## config.mk

```make
export PLATFORM = sky130hd
export DESIGN_NAME = vga_top
export DESIGN_NICKNAME = d
export VERILOG_FILES = /design/src/vga_pkg.sv /design/src/vga_timing.sv /design/src/draw_bg.sv /design/src/draw_rect.sv /design/src/vga_top.sv
export VERILOG_INCLUDE_DIRS = /design/src
export SDC_FILE = /design/constraint.sdc
export NUM_CORES = 1
export LEC_CHECK = 0
export BUFFER_PORTS_ARGS = -buffer_cell sky130_fd_sc_hd__buf_4
export CAP_MARGIN = 25
export CORE_ASPECT_RATIO = 0.6
export CORE_MARGIN = 1
export CORE_UTILIZATION = 57
export DETAILED_ROUTE_END_ITERATION = 8
export GPL_ROUTABILITY_DRIVEN = 0
export HOLD_SLACK_MARGIN = 0.15
export PLACE_DENSITY = 0.7
export SLEW_MARGIN = 20
export SYNTH_ARGS = -nofsm -noshare
export SYNTH_HDL_FRONTEND = slang
export SYNTH_SLANG_ARGS = --single-unit
```

## constraint.sdc

```tcl
create_clock -name clk -period 12 [get_ports clk]
set_input_delay 1.2 -clock clk [delete_from_list [all_inputs] [get_ports clk]]
set_output_delay 1.2 -clock clk [all_outputs]
set_load 0.005 [all_outputs]
```

## src/vga_macros.svh

```systemverilog
`ifndef VGA_MACROS_SVH
`define VGA_MACROS_SVH

// 800x600 at 60 Hz, 40 MHz pixel clock, both syncs active high

`define HOR_PIXELS      800
`define HOR_TOTAL       1056
`define HOR_SYNC_START  840
`define HOR_SYNC_END    967         // inclusive

`define VER_PIXELS      600
`define VER_TOTAL       628
`define VER_SYNC_START  601
`define VER_SYNC_END    604         // inclusive

// moving rectangle size
`define RECT_WIDTH      48
`define RECT_HEIGHT     64

// filled circle, radius squared avoids a sqrt
`define CIRCLE_X        400
`define CIRCLE_Y        300
`define CIRCLE_R2       40000

// letter block origin and stroke width
`define LETTER_X0       (`HOR_PIXELS / 3)
`define LETTER_Y0       (`VER_PIXELS / 3)
`define STROKE          20

// 12-bit colours, rrrr_gggg_bbbb
`define COLOR_TOP       12'hffa     // yellow
`define COLOR_BOTTOM    12'hf00     // red
`define COLOR_LEFT      12'h0f0     // green
`define COLOR_RIGHT     12'h00f     // blue
`define COLOR_LETTER    12'ha0a     // magenta
`define COLOR_CIRCLE    12'hfd8
`define COLOR_FILL      12'haaa     // gray
`define COLOR_RECT      12'h0cc

`endif

```

## src/vga_pkg.sv

```systemverilog
`default_nettype none

package vga_pkg;

    // pixel counter, horizontal and vertical
    typedef logic [10:0] count_t;

    // 4 bits each of red, green, blue from the top
    typedef logic [11:0] rgb_t;

    // top-left corner of the rectangle
    typedef struct packed {
        count_t x;
        count_t y;
    } pos_t;

    // one pixel beat as it travels down the pipeline
    typedef struct packed {
        count_t vcount;
        logic   vsync;
        logic   vblnk;
        count_t hcount;
        logic   hsync;
        logic   hblnk;
        rgb_t   rgb;
    } vga_sig_t;

endpackage

`default_nettype wire

```

## src/vga_timing.sv

```systemverilog
`timescale 1ns/10ps
`default_nettype none

`include "vga_macros.svh"

module vga_timing (
    input  logic              clk,
    input  logic              rst,
    output vga_pkg::vga_sig_t tim_sig
);

    import vga_pkg::*;

    count_t   hcount_nxt;
    count_t   vcount_nxt;
    vga_sig_t tim_nxt;

    // counter next state, the registered struct holds the current count
    always_comb begin
        if (tim_sig.hcount == count_t'(`HOR_TOTAL - 1)) begin
            hcount_nxt = '0;                                    // end of line
            if (tim_sig.vcount == count_t'(`VER_TOTAL - 1)) begin
                vcount_nxt = '0;                                // end of frame
            end else begin
                vcount_nxt = tim_sig.vcount + 11'd1;
            end
        end else begin
            hcount_nxt = tim_sig.hcount + 11'd1;
            vcount_nxt = tim_sig.vcount;
        end
    end

    // sync and blank decoded from the next count so they line up
    // with the counter values once registered
    always_comb begin
        tim_nxt.hcount = hcount_nxt;
        tim_nxt.vcount = vcount_nxt;
        tim_nxt.hblnk  = (hcount_nxt >= count_t'(`HOR_PIXELS));
        tim_nxt.vblnk  = (vcount_nxt >= count_t'(`VER_PIXELS));
        tim_nxt.hsync  = (hcount_nxt >= count_t'(`HOR_SYNC_START)) &&
                         (hcount_nxt <= count_t'(`HOR_SYNC_END));    // active high
        tim_nxt.vsync  = (vcount_nxt >= count_t'(`VER_SYNC_START)) &&
                         (vcount_nxt <= count_t'(`VER_SYNC_END));    // active high
        tim_nxt.rgb    = '0;                                // colour added downstream
    end

    always_ff @(posedge clk) begin
        if (rst) begin
            tim_sig <= '0;                                  // counts restart at 0,0
        end else begin
            tim_sig <= tim_nxt;
        end
    end

endmodule

`default_nettype wire

```

## src/draw_bg.sv

```systemverilog
`timescale 1ns/10ps
`default_nettype none

`include "vga_macros.svh"

module draw_bg (
    input  logic              clk,
    input  logic              rst,
    input  vga_pkg::vga_sig_t bg_in,
    output vga_pkg::vga_sig_t bg_out
);

    import vga_pkg::*;

    vga_sig_t           bg_nxt;
    rgb_t               rgb_nxt;
    logic               letter_1;
    logic               letter_2;
    logic               in_circle;
    logic signed [12:0] dx;
    logic signed [12:0] dy;
    logic signed [25:0] dist2;

    // inclusive box given relative to the letter origin
    function automatic logic in_box(input count_t h, input count_t v,
                                    input int x_lo, input int x_hi,
                                    input int y_lo, input int y_hi);
        return (h >= `LETTER_X0 + x_lo) && (h <= `LETTER_X0 + x_hi) &&
               (v >= `LETTER_Y0 + y_lo) && (v <= `LETTER_Y0 + y_hi);
    endfunction

    // first letter, open at the bottom with a short middle bar
    assign letter_1 = in_box(bg_in.hcount, bg_in.vcount, 0, `STROKE, 0, 200) ||
                      in_box(bg_in.hcount, bg_in.vcount, 0, 120, 0, `STROKE) ||
                      in_box(bg_in.hcount, bg_in.vcount, 120, 140, 0, 200) ||
                      in_box(bg_in.hcount, bg_in.vcount, 60, 80, 0, 120);

    // second letter, mirrored shape closed at the bottom
    assign letter_2 = in_box(bg_in.hcount, bg_in.vcount, 160, 180, 0, 200) ||
                      in_box(bg_in.hcount, bg_in.vcount, 160, 280, 180, 200) ||
                      in_box(bg_in.hcount, bg_in.vcount, 280, 300, 0, 200) ||
                      in_box(bg_in.hcount, bg_in.vcount, 220, 240, 80, 200);

    // squared distance from the circle centre
    assign dx        = signed'({2'b00, bg_in.hcount}) - 13'(`CIRCLE_X);
    assign dy        = signed'({2'b00, bg_in.vcount}) - 13'(`CIRCLE_Y);
    assign dist2     = dx * dx + dy * dy;
    assign in_circle = (dist2 < 26'(`CIRCLE_R2));

    // priority order, first match wins
    always_comb begin
        if (bg_in.vblnk || bg_in.hblnk) begin
            rgb_nxt = '0;                                   // black in blanking
        end else if (bg_in.vcount == 11'd0) begin
            rgb_nxt = `COLOR_TOP;
        end else if (bg_in.vcount == count_t'(`VER_PIXELS - 1)) begin
            rgb_nxt = `COLOR_BOTTOM;
        end else if (bg_in.hcount == 11'd0) begin
            rgb_nxt = `COLOR_LEFT;
        end else if (bg_in.hcount == count_t'(`HOR_PIXELS - 1)) begin
            rgb_nxt = `COLOR_RIGHT;
        end else if (letter_1 || letter_2) begin
            rgb_nxt = `COLOR_LETTER;
        end else if (in_circle) begin
            rgb_nxt = `COLOR_CIRCLE;                        // letters sit on top
        end else begin
            rgb_nxt = `COLOR_FILL;
        end
    end

    always_comb begin
        bg_nxt     = bg_in;                                 // timing passes unchanged
        bg_nxt.rgb = rgb_nxt;
    end

    always_ff @(posedge clk) begin
        if (rst) begin
            bg_out <= '0;
        end else begin
            bg_out <= bg_nxt;
        end
    end

endmodule

`default_nettype wire

```

## src/draw_rect.sv

```systemverilog
`timescale 1ns/10ps
`default_nettype none

`include "vga_macros.svh"

module draw_rect (
    input  logic              clk,
    input  logic              rst,
    input  vga_pkg::pos_t     rect_pos,
    input  vga_pkg::vga_sig_t rect_in,
    output vga_pkg::vga_sig_t rect_out
);

    import vga_pkg::*;

    pos_t        pos_q;
    pos_t        pos_cur;
    logic        frame_start;
    logic        in_rect;
    logic [11:0] x_end;
    logic [11:0] y_end;
    vga_sig_t    rect_nxt;

    assign frame_start = (rect_in.hcount == 11'd0) && (rect_in.vcount == 11'd0);

    // first pixel of a frame already uses the fresh sample
    assign pos_cur = frame_start ? rect_pos : pos_q;

    // one extra bit so a far-right position cannot wrap
    assign x_end = {1'b0, pos_cur.x} + 12'(`RECT_WIDTH);
    assign y_end = {1'b0, pos_cur.y} + 12'(`RECT_HEIGHT);

    assign in_rect = !rect_in.hblnk && !rect_in.vblnk &&
                     (rect_in.hcount >= pos_cur.x) && ({1'b0, rect_in.hcount} < x_end) &&
                     (rect_in.vcount >= pos_cur.y) && ({1'b0, rect_in.vcount} < y_end);

    always_comb begin
        rect_nxt = rect_in;
        if (in_rect) begin
            rect_nxt.rgb = `COLOR_RECT;                     // covers the background
        end
    end

    // position held for the whole frame, no tearing
    always_ff @(posedge clk) begin
        if (rst) begin
            pos_q <= '0;
        end else if (frame_start) begin
            pos_q <= rect_pos;
        end
    end

    always_ff @(posedge clk) begin
        if (rst) begin
            rect_out <= '0;
        end else begin
            rect_out <= rect_nxt;
        end
    end

endmodule

`default_nettype wire

```

## src/vga_top.sv

```systemverilog
`timescale 1ns/10ps
`default_nettype none

module vga_top (
    input  logic          clk,
    input  logic          rst,
    input  vga_pkg::pos_t rect_pos,
    output logic          vs,
    output logic          hs,
    output logic [3:0]    r,
    output logic [3:0]    g,
    output logic [3:0]    b
);

    import vga_pkg::*;

    vga_sig_t tim_sig;
    vga_sig_t bg_sig;
    vga_sig_t rect_sig;

    vga_timing u_vga_timing (
        .clk     (clk),
        .rst     (rst),
        .tim_sig (tim_sig)
    );

    draw_bg u_draw_bg (
        .clk    (clk),
        .rst    (rst),
        .bg_in  (tim_sig),
        .bg_out (bg_sig)
    );

    draw_rect u_draw_rect (
        .clk      (clk),
        .rst      (rst),
        .rect_pos (rect_pos),
        .rect_in  (bg_sig),
        .rect_out (rect_sig)
    );

    // pins straight from the last stage, two cycles after the counters
    assign vs = rect_sig.vsync;
    assign hs = rect_sig.hsync;
    assign r  = rect_sig.rgb[11:8];
    assign g  = rect_sig.rgb[7:4];
    assign b  = rect_sig.rgb[3:0];

endmodule

`default_nettype wire

```

==> results of run 1 <==
routing by layer:
metal  GRT usage [%]  routed length, microns  vias up
met4            2.97                     277        2
met2            37.6                   15300      512
met5               0                       9        -
li1                -                       -     5992
met1            45.9                   19700     6105
met3            9.04                    4130       26
metrics by stage:
step / cells / utilization (%) / instance area (sq um) / total power, mW / hold slack [ns]
CTS: 2260 / 61.3 / 17000 / 2.62 / 0.439
global route: 2260 / 61.3 / 17000 / 2.89 / 0.460
detailed placement: 2244 / 60.2 / 16700 / 2.33 / 0.423
floorplan: 1889 / - / 16100 / 1.90 / 0.413
global placement: 2244 / 60.2 / 16700 / 2.28 / 0.425
finish: 2260 / 61.3 / 17000 / 2.65 / 0.437
power by group through the flow:
stage | Sequential, mW | Combinational (mW) | Clock, mW
floorplan | 0.333 | 1.57 | 0
global placement | 0.338 | 1.95 | 0
CTS | 0.331 | 2.00 | 0.285
detailed placement | 0.339 | 1.99 | 0
global route | 0.333 | 2.26 | 0.298
finish | 0.332 | 2.04 | 0.279
cells in the final DEF, fill, tap and decap left out, types with 6 or more instances in the layout:
cell type | Yosys | routed
o211ai_1 | 8 | 8
dfxtp_1 | 94 | 94
or3_1 | 11 | 11
nand4_1 | 16 | 16
nor2b_1 | 36 | 36
o31ai_1 | 6 | 6
a21oi_1 | 74 | 74
and3_1 | 10 | 10
xor2_1 | 30 | 30
nor2_1 | 190 | 190
buf_4 | 4 | 39
o21a_1 | 19 | 19
o21bai_1 | 7 | 7
nand2_1 | 111 | 111
clkbuf_16 | 0 | 9
o21ai_1 | 6 | 6
a31oi_1 | 8 | 8
ha_1 | 188 | 188
nor3b_1 | 7 | 7
o21ai_0 | 44 | 44
fa_1 | 242 | 242
xnor2_1 | 65 | 65
clkinv_1 | 11 | 11
inv_1 | 400 | 400
mux2i_1 | 27 | 27
and2_1 | 16 | 16
or2_2 | 7 | 7
a21o_1 | 17 | 17
nand3_1 | 33 | 33
nor3_1 | 41 | 41
nand2b_1 | 16 | 16
nor4_1 | 15 | 15
cells in the mapped netlist, drive strengths merged, types with 4 or more instances:
cell type / count / area share, %
a2111oi: 7 / 0.46
a211oi: 6 / 0.31
a21boi: 5 / 0.23
a21o: 17 / 0.79
a21oi: 74 / 2.3
a31oi: 8 / 0.31
and2: 16 / 0.62
and3: 11 / 0.43
buf: 17 / 0.56
clkbuf: 34 / 0.79
clkinv: 11 / 0.26
dfxtp: 94 / 12
fa: 242 / 30
ha: 188 / 15
inv: 402 / 9.3
mux2i: 27 / 1.7
nand2: 111 / 2.6
nand2b: 16 / 0.62
nand3: 33 / 1.0
nand4: 18 / 0.78
nor2: 190 / 4.4
nor2b: 36 / 1.4
nor3: 42 / 1.3
nor3b: 8 / 0.40
nor4: 17 / 0.79
o211ai: 8 / 0.37
o21a: 20 / 0.94
o21ai: 50 / 1.6
o21bai: 7 / 0.33
o22ai: 4 / 0.16
o31ai: 6 / 0.28
or2: 10 / 0.39
or3: 11 / 0.43
xnor2: 65 / 3.5
xor2: 30 / 1.6
sequential cells by signal, summed over array words and instances (netlist names):
name,cells
u_vga_timing.tim_sig,26
u_draw_rect.rect_out,12
u_draw_rect.pos_q,22
u_draw_bg.bg_out,34
area by class of cell:
class	instances	share of cell area [%]
Inverter	413	9.13
Clock buffer	9	1.33
Multi-Input combinational cell	1331	73.6
Timing Repair Buffer	39	1.73
Clock inverter	7	0.413
Tap cell	367	2.71
Sequential cell	94	11.1
worst reg2reg max path: cells and delay by family, from the launching register on:
kind	cells	cell delay, ns
adders and majority gates	8	3.63
buffers and inverters	6	1.33
and+or+nand+nor	11	2.06
AOI/OAI and AO/OA	8	1.80
DFF	1	0.90
xor gates and xnor gates	2	0.81
cell families (layout without fill, tap and decap cells):
| group | count (synthesis) | after routing | share of synthesized area (%) |
|---|---|---|---|
| simple gates | 529 | 529 | 15.7 |
| xor+xnor | 95 | 95 | 5.16 |
| compound gates | 247 | 247 | 10.0 |
| fa+ha+maj | 430 | 430 | 44.6 |
| mux | 30 | 30 | 1.88 |
| flops | 94 | 94 | 11.7 |
| buf+inv | 464 | 468 | 11.0 |
worst max-delay path by stage:
stage                     slack, ns                   end  cells past startpoint                      from
after global routing           0.75  u_draw_bg.bg_out[10]                     36  u_vga_timing.tim_sig[18]
final                          1.43  u_draw_bg.bg_out[10]                     35  u_vga_timing.tim_sig[18]
after detailed placement       1.68  u_draw_bg.bg_out[10]                     35  u_vga_timing.tim_sig[18]
after global placement         1.86  u_draw_bg.bg_out[10]                     36  u_vga_timing.tim_sig[18]
after floorplan                3.42  u_draw_bg.bg_out[10]                     36  u_vga_timing.tim_sig[29]
after CTS                      1.62  u_draw_bg.bg_out[10]                     35  u_vga_timing.tim_sig[18]
==> impl_results.md, run 1 <==
* Outcome: finished, final reports clean
* Routed len/inst at 17.4 microns
* CTS buffer count at 9
* PortBufs at 37
* Initial antenna violation count at 1
* Flop pwr share at 12.5%
* Via density at 5.59
* Post-cts repair resize count at 0
* Average size of a mapped cell at 8.54 sq um
* Crit path arrival time at 10.87 ns
* Comb pwr share at 77.0%
* Slowest stage cell, crit path: dfxtp_1
* H-tree lvl count at 3
* Synth warn at 0
* Vias in the first global route at 12,400
* Mapped cell area at 0.0161 sq mm
* Overflow after GRT at 0
* Synth Register Bits at 94
* Via count at 12,600
* Asr flop ratio synth at 0%
* Final Max Slew Viols at 0
* F_max at 0.0946 GHz
* FF/Latch Area at 0.00188 sq mm
* CP Max Fanout at 22
* Clock skew at 0.0116 ns
* Hold_sp: u_vga_timing.tim_sig[13]
* Ports at 38
* Most frequent CP cell: fa_1
* Crit path required time at 12.30 ns
* VDD IR max at 305 uV
* Fraction of layout cells with a size suffix above 1 at 4.38%
* Clock sink count at 94
* Cell family with most CP delay: adder cells
* # Max-Cap Violations at 0
* Sw Share at 51.4%
* Headroom to the max-slew limit at 32.4%
* Maximum root-to-sink buffer count at 2
* Fin nets at 2,342
* Die W at 219 microns
* CTS tree: built
* Die ar. at 0.0290 sq mm
* Hold depth at 1
* Tcrit/Tclk final at 88.1%
* Syn Nets at 2,343
* Post-route ant nets at 0
* Crit start category: flop
* Total iterations of the first detailed-routing run at 7
* Minimum clock period at 10.57 ns
* Top_reg_cell synth: dfxtp_1
* Post-Route Setup TNS at 0 ns
* Total GRT Usage at 28.5%
* Fillers at 2,405
* Netlist cell types at 79
* Sequential share of the synthesized area at 11.7%
* Worst Tran Pin Value at 1.01 ns
* Worst-skew pair later-pin latency at 0.35 ns
* Hold Crit Class: reg -> reg
* Hold-fix buffers, CTS at 0
* Count of final hold-check violations at 0
* Core area at 0.0277 sq mm
* Int Power at 1.29 mW
* Crit-path max cell delay at 0.90 ns
* Largest net degree at the start of global routing at 75
* WS Path Type: reg -> reg
* N_diodes at 0
* Switching pwr at 1.36 mW
* First-pass GRT wire length at 64.8 mm
* CP Buf/Inv Count at 6
* First DRT Iteration DRCs at 1,084
* Row count at 47
* # setup viols final at 0
* Initial core utilization at 58.3%
* Hpwl dp at 33.5 mm
* Post-CTS setup buffers at 0
* R2R Path End: u_draw_bg.bg_out[10]
* PD cells at 156 mW/mm^2
* Leakage at 8.59 nW
* Clk slew on worst S/H paths at 0.07 ns
* Crit. End Element: flop
* Die Ht at 132 microns
* Reg-to-reg critical path startpoint: u_vga_timing.tim_sig[18]
* DRC violations left at 0
* Unrepaired setup endpoints after global routing: false
* Hold endpoint: u_draw_bg.bg_out[13]
* Clock network fraction of design power at 10.5%
* Setup WS pre-CTS at 1.68 ns
* Synth-to-Final Area Change at 5.15%
* Clk Tree Root Cell: clkbuf_16
* Number of cells on the worst reg-to-reg path at 35
* Final worst slack at 1.43 ns
* Reg2Reg Setup Slack at 1.43 ns
* Post-Synthesis Cells at 1,889
* Post-synth EDFFs at 0
* Final WL at 39.4 mm
* Multi-input logic area at 0.0125 sq mm
(Power assumes the default switching activity.)
==> inputs of run 2 (changes only) <==
--- a/config.mk
+++ b/config.mk
@@ -10,11 +10,11 @@
 export CAP_MARGIN = 25
 export CORE_ASPECT_RATIO = 0.6
 export CORE_MARGIN = 1
-export CORE_UTILIZATION = 57
+export CORE_UTILIZATION = 55
 export DETAILED_ROUTE_END_ITERATION = 8
 export GPL_ROUTABILITY_DRIVEN = 0
 export HOLD_SLACK_MARGIN = 0.15
-export PLACE_DENSITY = 0.7
+export PLACE_DENSITY = 0.67
 export SLEW_MARGIN = 20
 export SYNTH_ARGS = -nofsm -noshare
 export SYNTH_HDL_FRONTEND = slang
==> constraint.sdc (replaced) <==
create_clock -name clk -period 12 [get_ports clk]
set_input_delay 1.2 -clock clk [delete_from_list [all_inputs] [get_ports clk]]
set_output_delay 1.2 -clock clk [all_outputs]
set_load 0.02 [all_outputs]
==> run 2 against run 1 <==
Clock skew is 0.0019 ns higher. Via count decreased by 0.16%. Maximum frequency increased by 0.33%. Cell area is 0.11% higher. Cell count up 0.44%. Clock-buffer cell count up 2. Largest power group unchanged.
==> impl_results.md, run 2 (synthesized netlist as in run 1, its figures left out) <==
* Setup WS pre-CTS at 1.71 ns
* Fraction of layout cells with a size suffix above 1 at 4.49%
* Sw Share at 50.7%
* Largest Register: u_draw_bg.bg_out
* PD cells at 155 mW/mm^2
* Die W at 223 microns
* Via count at 12,600
* Hold-fix buffers, CTS at 0
* Leakage at 8.61 nW
* Top Registers: u_draw_bg.bg_out x34, u_vga_timing.tim_sig x26, u_draw_rect.pos_q x22
* F_max at 0.0949 GHz
* Crit-path max cell delay at 0.87 ns
* Tcrit/Tclk final at 87.8%
* Max reg flops at 34
* PortBufs at 37
* Via density at 5.56
* Crit. End Element: flop
* Ports at 38
* H-tree lvl count at 3
* Overflow after GRT at 0
* Minimum clock period at 10.54 ns
* First-pass GRT wire length at 64.2 mm
* Initial core utilization at 56.1%
* Core area at 0.0288 sq mm
* Synth-to-Final Area Change at 5.26%
* Maximum root-to-sink buffer count at 2
* Fillers at 2,589
* Crit path required time at 12.31 ns
* Switching pwr at 1.33 mW
* Count of final hold-check violations at 0
* Most frequent CP cell: fa_1
* Post-CTS setup buffers at 0
* Overall power at 2.63 mW
* Headroom to the max-slew limit at 34.7%
* Commonest non-fill, non-tap cell in the layout: inv_1
* Flop pwr share at 12.6%
* N_diodes at 0
* Worst Tran Pin Value at 0.978 ns
* Fin nets at 2,344
* Clk slew on worst S/H paths at 0.08 ns
* Vias in the first global route at 12,000
* Post-route ant nets at 0
* Clock sink count at 94
* Initial antenna violation count at 0
* Largest net degree at the start of global routing at 75
* Worst-skew pair later-pin latency at 0.36 ns
* Most frequent cells in the layout: inv_1 (400), fa_1 (242), nor2_1 (190)
* CTS tree: built
* Unrepaired setup endpoints after global routing: false
* Clk Tree Root Cell: clkbuf_16
* Total GRT Usage at 27.4%
* Int Power at 1.29 mW
* Total iterations of the first detailed-routing run at 5
* Crit start category: flop
* Hold Crit Class: reg -> reg
* Hpwl dp at 33.7 mm
* DRC violations left at 0
* VDD IR max at 273 uV
* Die Ht at 135 microns
* Final worst slack at 1.46 ns
* Routed len/inst at 17.4 microns
* First DRT Iteration DRCs at 1,243
* Clock skew at 0.0135 ns
* Final WL at 39.5 mm
* Non-filler instance count after layout at 2,270
* # Max-Cap Violations at 0
* Comb pwr share at 76.8%
* CTS buffer count at 9
* Crit path arrival time at 10.85 ns
* Post-cts repair resize count at 0
* Final Max Slew Viols at 0
* Placed cell count at 2,254
* Outcome: finished, final reports clean
* WS Path Type: reg -> reg
* Clock network fraction of design power at 10.6%
* Slowest stage cell, crit path: dfxtp_1
* Row count at 48
* # setup viols final at 0
* Die ar. at 0.0301 sq mm
* Post-Route Setup TNS at 0 ns
* CP Max Fanout at 22
-- run 2: cell count changes in the layout (fill, tap and decap cells not counted) --
| cell | change |
|---|---|
| clkbuf_1 | +1 |
| clkinv_4 | -1 |
| clkinv_8 | -1 |
| a2111oi_1 | -1 |
| clkinvlp_4 | -2 |
| clkinv_2 | +1 |
| a2111oi_2 | +1 |
| buf_4 | +2 |
| clkbuf_8 | +1 |
| inv_6 | +2 |
| inv_8 | -1 |
-- run 2: power by group through the flow --
| stage | clock network, mW | logic, mW | registers [mW] |
|---|---|---|---|
| 2_1_floorplan | 0 | 1.57 | 0.335 |
| 3_3_place_gp | 0 | 1.96 | 0.337 |
| 3_5_place_dp | 0 | 1.98 | 0.337 |
| 4_1_cts | 0.284 | 1.99 | 0.330 |
| 5_1_grt | 0.295 | 2.26 | 0.331 |
| 6_report | 0.278 | 2.02 | 0.330 |
-- run 2: worst paths after layout --
path / from / endpoint / slack, ns / cells past startpoint
worst max-delay path: u_vga_timing.tim_sig[18] / u_draw_bg.bg_out[10] / 1.46 / 36
worst min-delay path: u_vga_timing.tim_sig[13] / u_draw_bg.bg_out[13] / 0.44 / 1
worst min register to register: u_vga_timing.tim_sig[13] / u_draw_bg.bg_out[13] / 0.44 / 1
worst max register to register: u_vga_timing.tim_sig[18] / u_draw_bg.bg_out[10] / 1.46 / 36
-- run 2: per-stage QoR --
stage	util (%)	hold slack (ns)	area [sq um]
after global routing	59.1	0.466	17000
after detailed placement	58.1	0.436	16700
after floorplan	-	0.413	16100
after CTS	59.0	0.452	17000
final	59.1	0.445	17000
after global placement	58.1	0.422	16700
-- run 2: cell type report --
| type | instances | area [sq um] | area share (%) |
|---|---|---|---|
| Clock buffer | 11 | 243 | 1.43 |
| Multi-Input combinational cell | 1331 | 12500 | 73.6 |
| Tap cell | 375 | 469 | 2.76 |
| Clock inverter | 5 | 41.3 | 0.243 |
| Timing Repair Buffer | 41 | 308 | 1.81 |
| Sequential cell | 94 | 1880 | 11.1 |
| Inverter | 413 | 1550 | 9.12 |
-- run 2: critical path, delay by kind of cell, from the launching register on --
kind	cells	cell delay, ns
simple gates	12	2.11
flops	1	0.87
buf+inv	6	1.29
xor+xnor	2	0.71
fa+ha+maj	8	3.59
compound gates	8	1.89
-- run 2: routing by layer --
layer | vias up | part of all wire, % | global-route usage (%)
met3 | 32 | 9.5 | 7.40
met4 | 0 | 0.97 | 3.75
met5 | - | 0 | 0
met1 | 6081 | 52 | 45.2
li1 | 5995 | - | -
met2 | 509 | 38 | 35.1
==> inputs of run 3 (changes only) <==
--- a/config.mk
+++ b/config.mk
@@ -6,7 +6,7 @@
 export SDC_FILE = /design/constraint.sdc
 export NUM_CORES = 1
 export LEC_CHECK = 0
-export BUFFER_PORTS_ARGS = -buffer_cell sky130_fd_sc_hd__buf_4
+export BUFFER_PORTS_ARGS = -buffer_cell sky130_fd_sc_hd__clkbuf_2
 export CAP_MARGIN = 25
 export CORE_ASPECT_RATIO = 0.6
 export CORE_MARGIN = 1
==> run 3 against run 2 <==
Clock skew down 0.0066 ns. Utilization is 0.23 points lower. Non-clock buffer count is 1 higher. Setup slack lost 0.016 ns. Global-route usage increased by 0.17 points. Maximum frequency decreased by 0.15%. First-iteration DRC count is 6.3% lower. Clock power is 9.7% higher. Clock-buffer cell count fell by 2. Register-to-register slack lost 0.02 ns. Die area is the same. Critical endpoint unchanged. Sequential power hardly changed.
==> impl_results.md, run 3 (synthesized netlist as in run 1, its figures left out) <==
* Post-Route Setup TNS at 0 ns
* CTS tree: built
* Initial core utilization at 56.1%
* Max reg flops at 34
* Crit start category: flop
* Post-route ant nets at 0
* CP Max Fanout at 22
* Die W at 223 microns
* Overflow after GRT at 0
* Crit. End Element: flop
* Initial antenna violation count at 0
* WS Path Type: reg -> reg
* First-pass GRT wire length at 65.2 mm
* Non-filler instance count after layout at 2,269
* Top Registers: u_draw_bg.bg_out x34, u_vga_timing.tim_sig x26, u_draw_rect.pos_q x22
* Crit path required time at 12.30 ns
* H-tree lvl count at 3
* Worst Tran Pin Value at 0.959 ns
* VDD IR max at 219 uV
* Post-cts repair resize count at 0
* F_max at 0.0947 GHz
* Hold-fix buffers, CTS at 0
* Setup WS pre-CTS at 1.71 ns
* Int Power at 1.33 mW
* Clk Tree Root Cell: clkbuf_16
* Most frequent CP cell: fa_1
* Ports at 38
* Comb pwr share at 76.2%
* Placed cell count at 2,255
* Fraction of layout cells with a size suffix above 1 at 4.44%
* Total iterations of the first detailed-routing run at 6
* Final WL at 39.3 mm
* DRC violations left at 0
* Headroom to the max-slew limit at 36.0%
* Vias in the first global route at 12,200
* Largest Register: u_draw_bg.bg_out
* First DRT Iteration DRCs at 1,165
* # Max-Cap Violations at 0
* CTS buffer count at 9
* Die Ht at 135 microns
* Post-DP Area at 0.0166 sq mm
* Via density at 5.57
* Switching pwr at 1.35 mW
* Sw Share at 50.4%
* Hpwl dp at 33.5 mm
* Clock sink count at 94
* Via count at 12,600
* Final hold slack at 0.434 ns
* Tcrit/Tclk final at 88.0%
* Row count at 48
* Fin nets at 2,345
* Maximum root-to-sink buffer count at 2
* Hold Crit Class: reg -> reg
* Minimum clock period at 10.56 ns
* Routed len/inst at 17.3 microns
* Final worst slack at 1.44 ns
* Flop pwr share at 12.4%
* Total GRT Usage at 27.5%
* Fin area at 0.0169 sq mm
* Worst-skew pair later-pin latency at 0.35 ns
* Clock skew at 0.00693 ns
* PD cells at 158 mW/mm^2
* Final Max Slew Viols at 0
* Post-CTS setup buffers at 0
* Leakage at 8.60 nW
* # setup viols final at 0
* PortBufs at 37
* Slowest stage cell, crit path: dfxtp_1
* Commonest non-fill, non-tap cell in the layout: inv_1
* N_diodes at 0
* Count of final hold-check violations at 0
* Crit path arrival time at 10.86 ns
* Die ar. at 0.0301 sq mm
* Outcome: finished, final reports clean
* Clk slew on worst S/H paths at 0.07 ns
* Most frequent cells in the layout: inv_1 (400), fa_1 (242), nor2_1 (190)
* Crit-path max cell delay at 0.84 ns
* Largest net degree at the start of global routing at 75
* Clock network fraction of design power at 11.4%
* Unrepaired setup endpoints after global routing: false
* Synth-to-Final Area Change at 4.86%
* Core area at 0.0288 sq mm
==> run 3: cell types whose count changed in the layout (fill, tap and decap cells not counted) <==
cell        before  now
inv_6            2    0
a2111oi_0        4    5
a2111oi_2        3    2
clkinvlp_4       1    0
clkinv_4         0    1
clkbuf_1         1    0
clkbuf_2         0   37
clkbuf_8         1    0
bufinv_16        0    2
buf_4           41    5
==> run 3: area by class of cell <==
class / instances / area, sq um
multi-input cells: 1331 / 12500
fillers: 2608 / 11800
flip-flops and latches: 94 / 1880
inverters: 413 / 1550
well taps: 375 / 469
clock buffers: 9 / 225
repair buffers: 42 / 223
clock inverters: 5 / 85.1
==> run 3: worst paths after layout <==
check                           startpoint                    to  slack [ns]  depth (start not counted)
setup reg to reg  u_vga_timing.tim_sig[18]  u_draw_bg.bg_out[10]        1.44                         36
setup / recovery  u_vga_timing.tim_sig[18]  u_draw_bg.bg_out[10]        1.44                         36
hold / removal    u_vga_timing.tim_sig[13]  u_draw_bg.bg_out[13]        0.43                          1
hold reg to reg   u_vga_timing.tim_sig[13]  u_draw_bg.bg_out[13]        0.43                          1
==> run 3: power groups by stage <==
stage | sequential (mW) | combinational [mW] | clock (mW)
2_1_floorplan | 0.335 | 1.57 | 0
3_3_place_gp | 0.336 | 1.96 | 0
3_5_place_dp | 0.337 | 1.98 | 0
4_1_cts | 0.330 | 1.99 | 0.310
5_1_grt | 0.331 | 2.27 | 0.324
6_report | 0.330 | 2.04 | 0.305
==> run 3: per-stage QoR <==
stage | util, % | power [mW]
final | 58.8 | 2.67
after global routing | 58.8 | 2.93
after CTS | 58.8 | 2.63
after detailed placement | 57.8 | 2.32
after global placement | 57.8 | 2.29
after floorplan | - | 1.90
==> run 3: worst max-delay path: cells and delay by family, from the launching register on <==
family | cells | cell delay [ns]
xor+xnor | 2 | 0.67
compound gates | 8 | 1.89
fa+ha+maj | 8 | 3.61
buf+inv | 6 | 1.28
flops | 1 | 0.84
simple gates | 12 | 2.22
==> run 3: per-layer routing <==
metal / vias to the layer above / routed length [microns] / GRT usage [%]
li1: 6008 / - / -
met5: - / 0 / 0
met4: 0 / 165 / 2.22
met3: 21 / 4310 / 8.38
met1: 6061 / 19900 / 44.7
met2: 546 / 15000 / 36.2
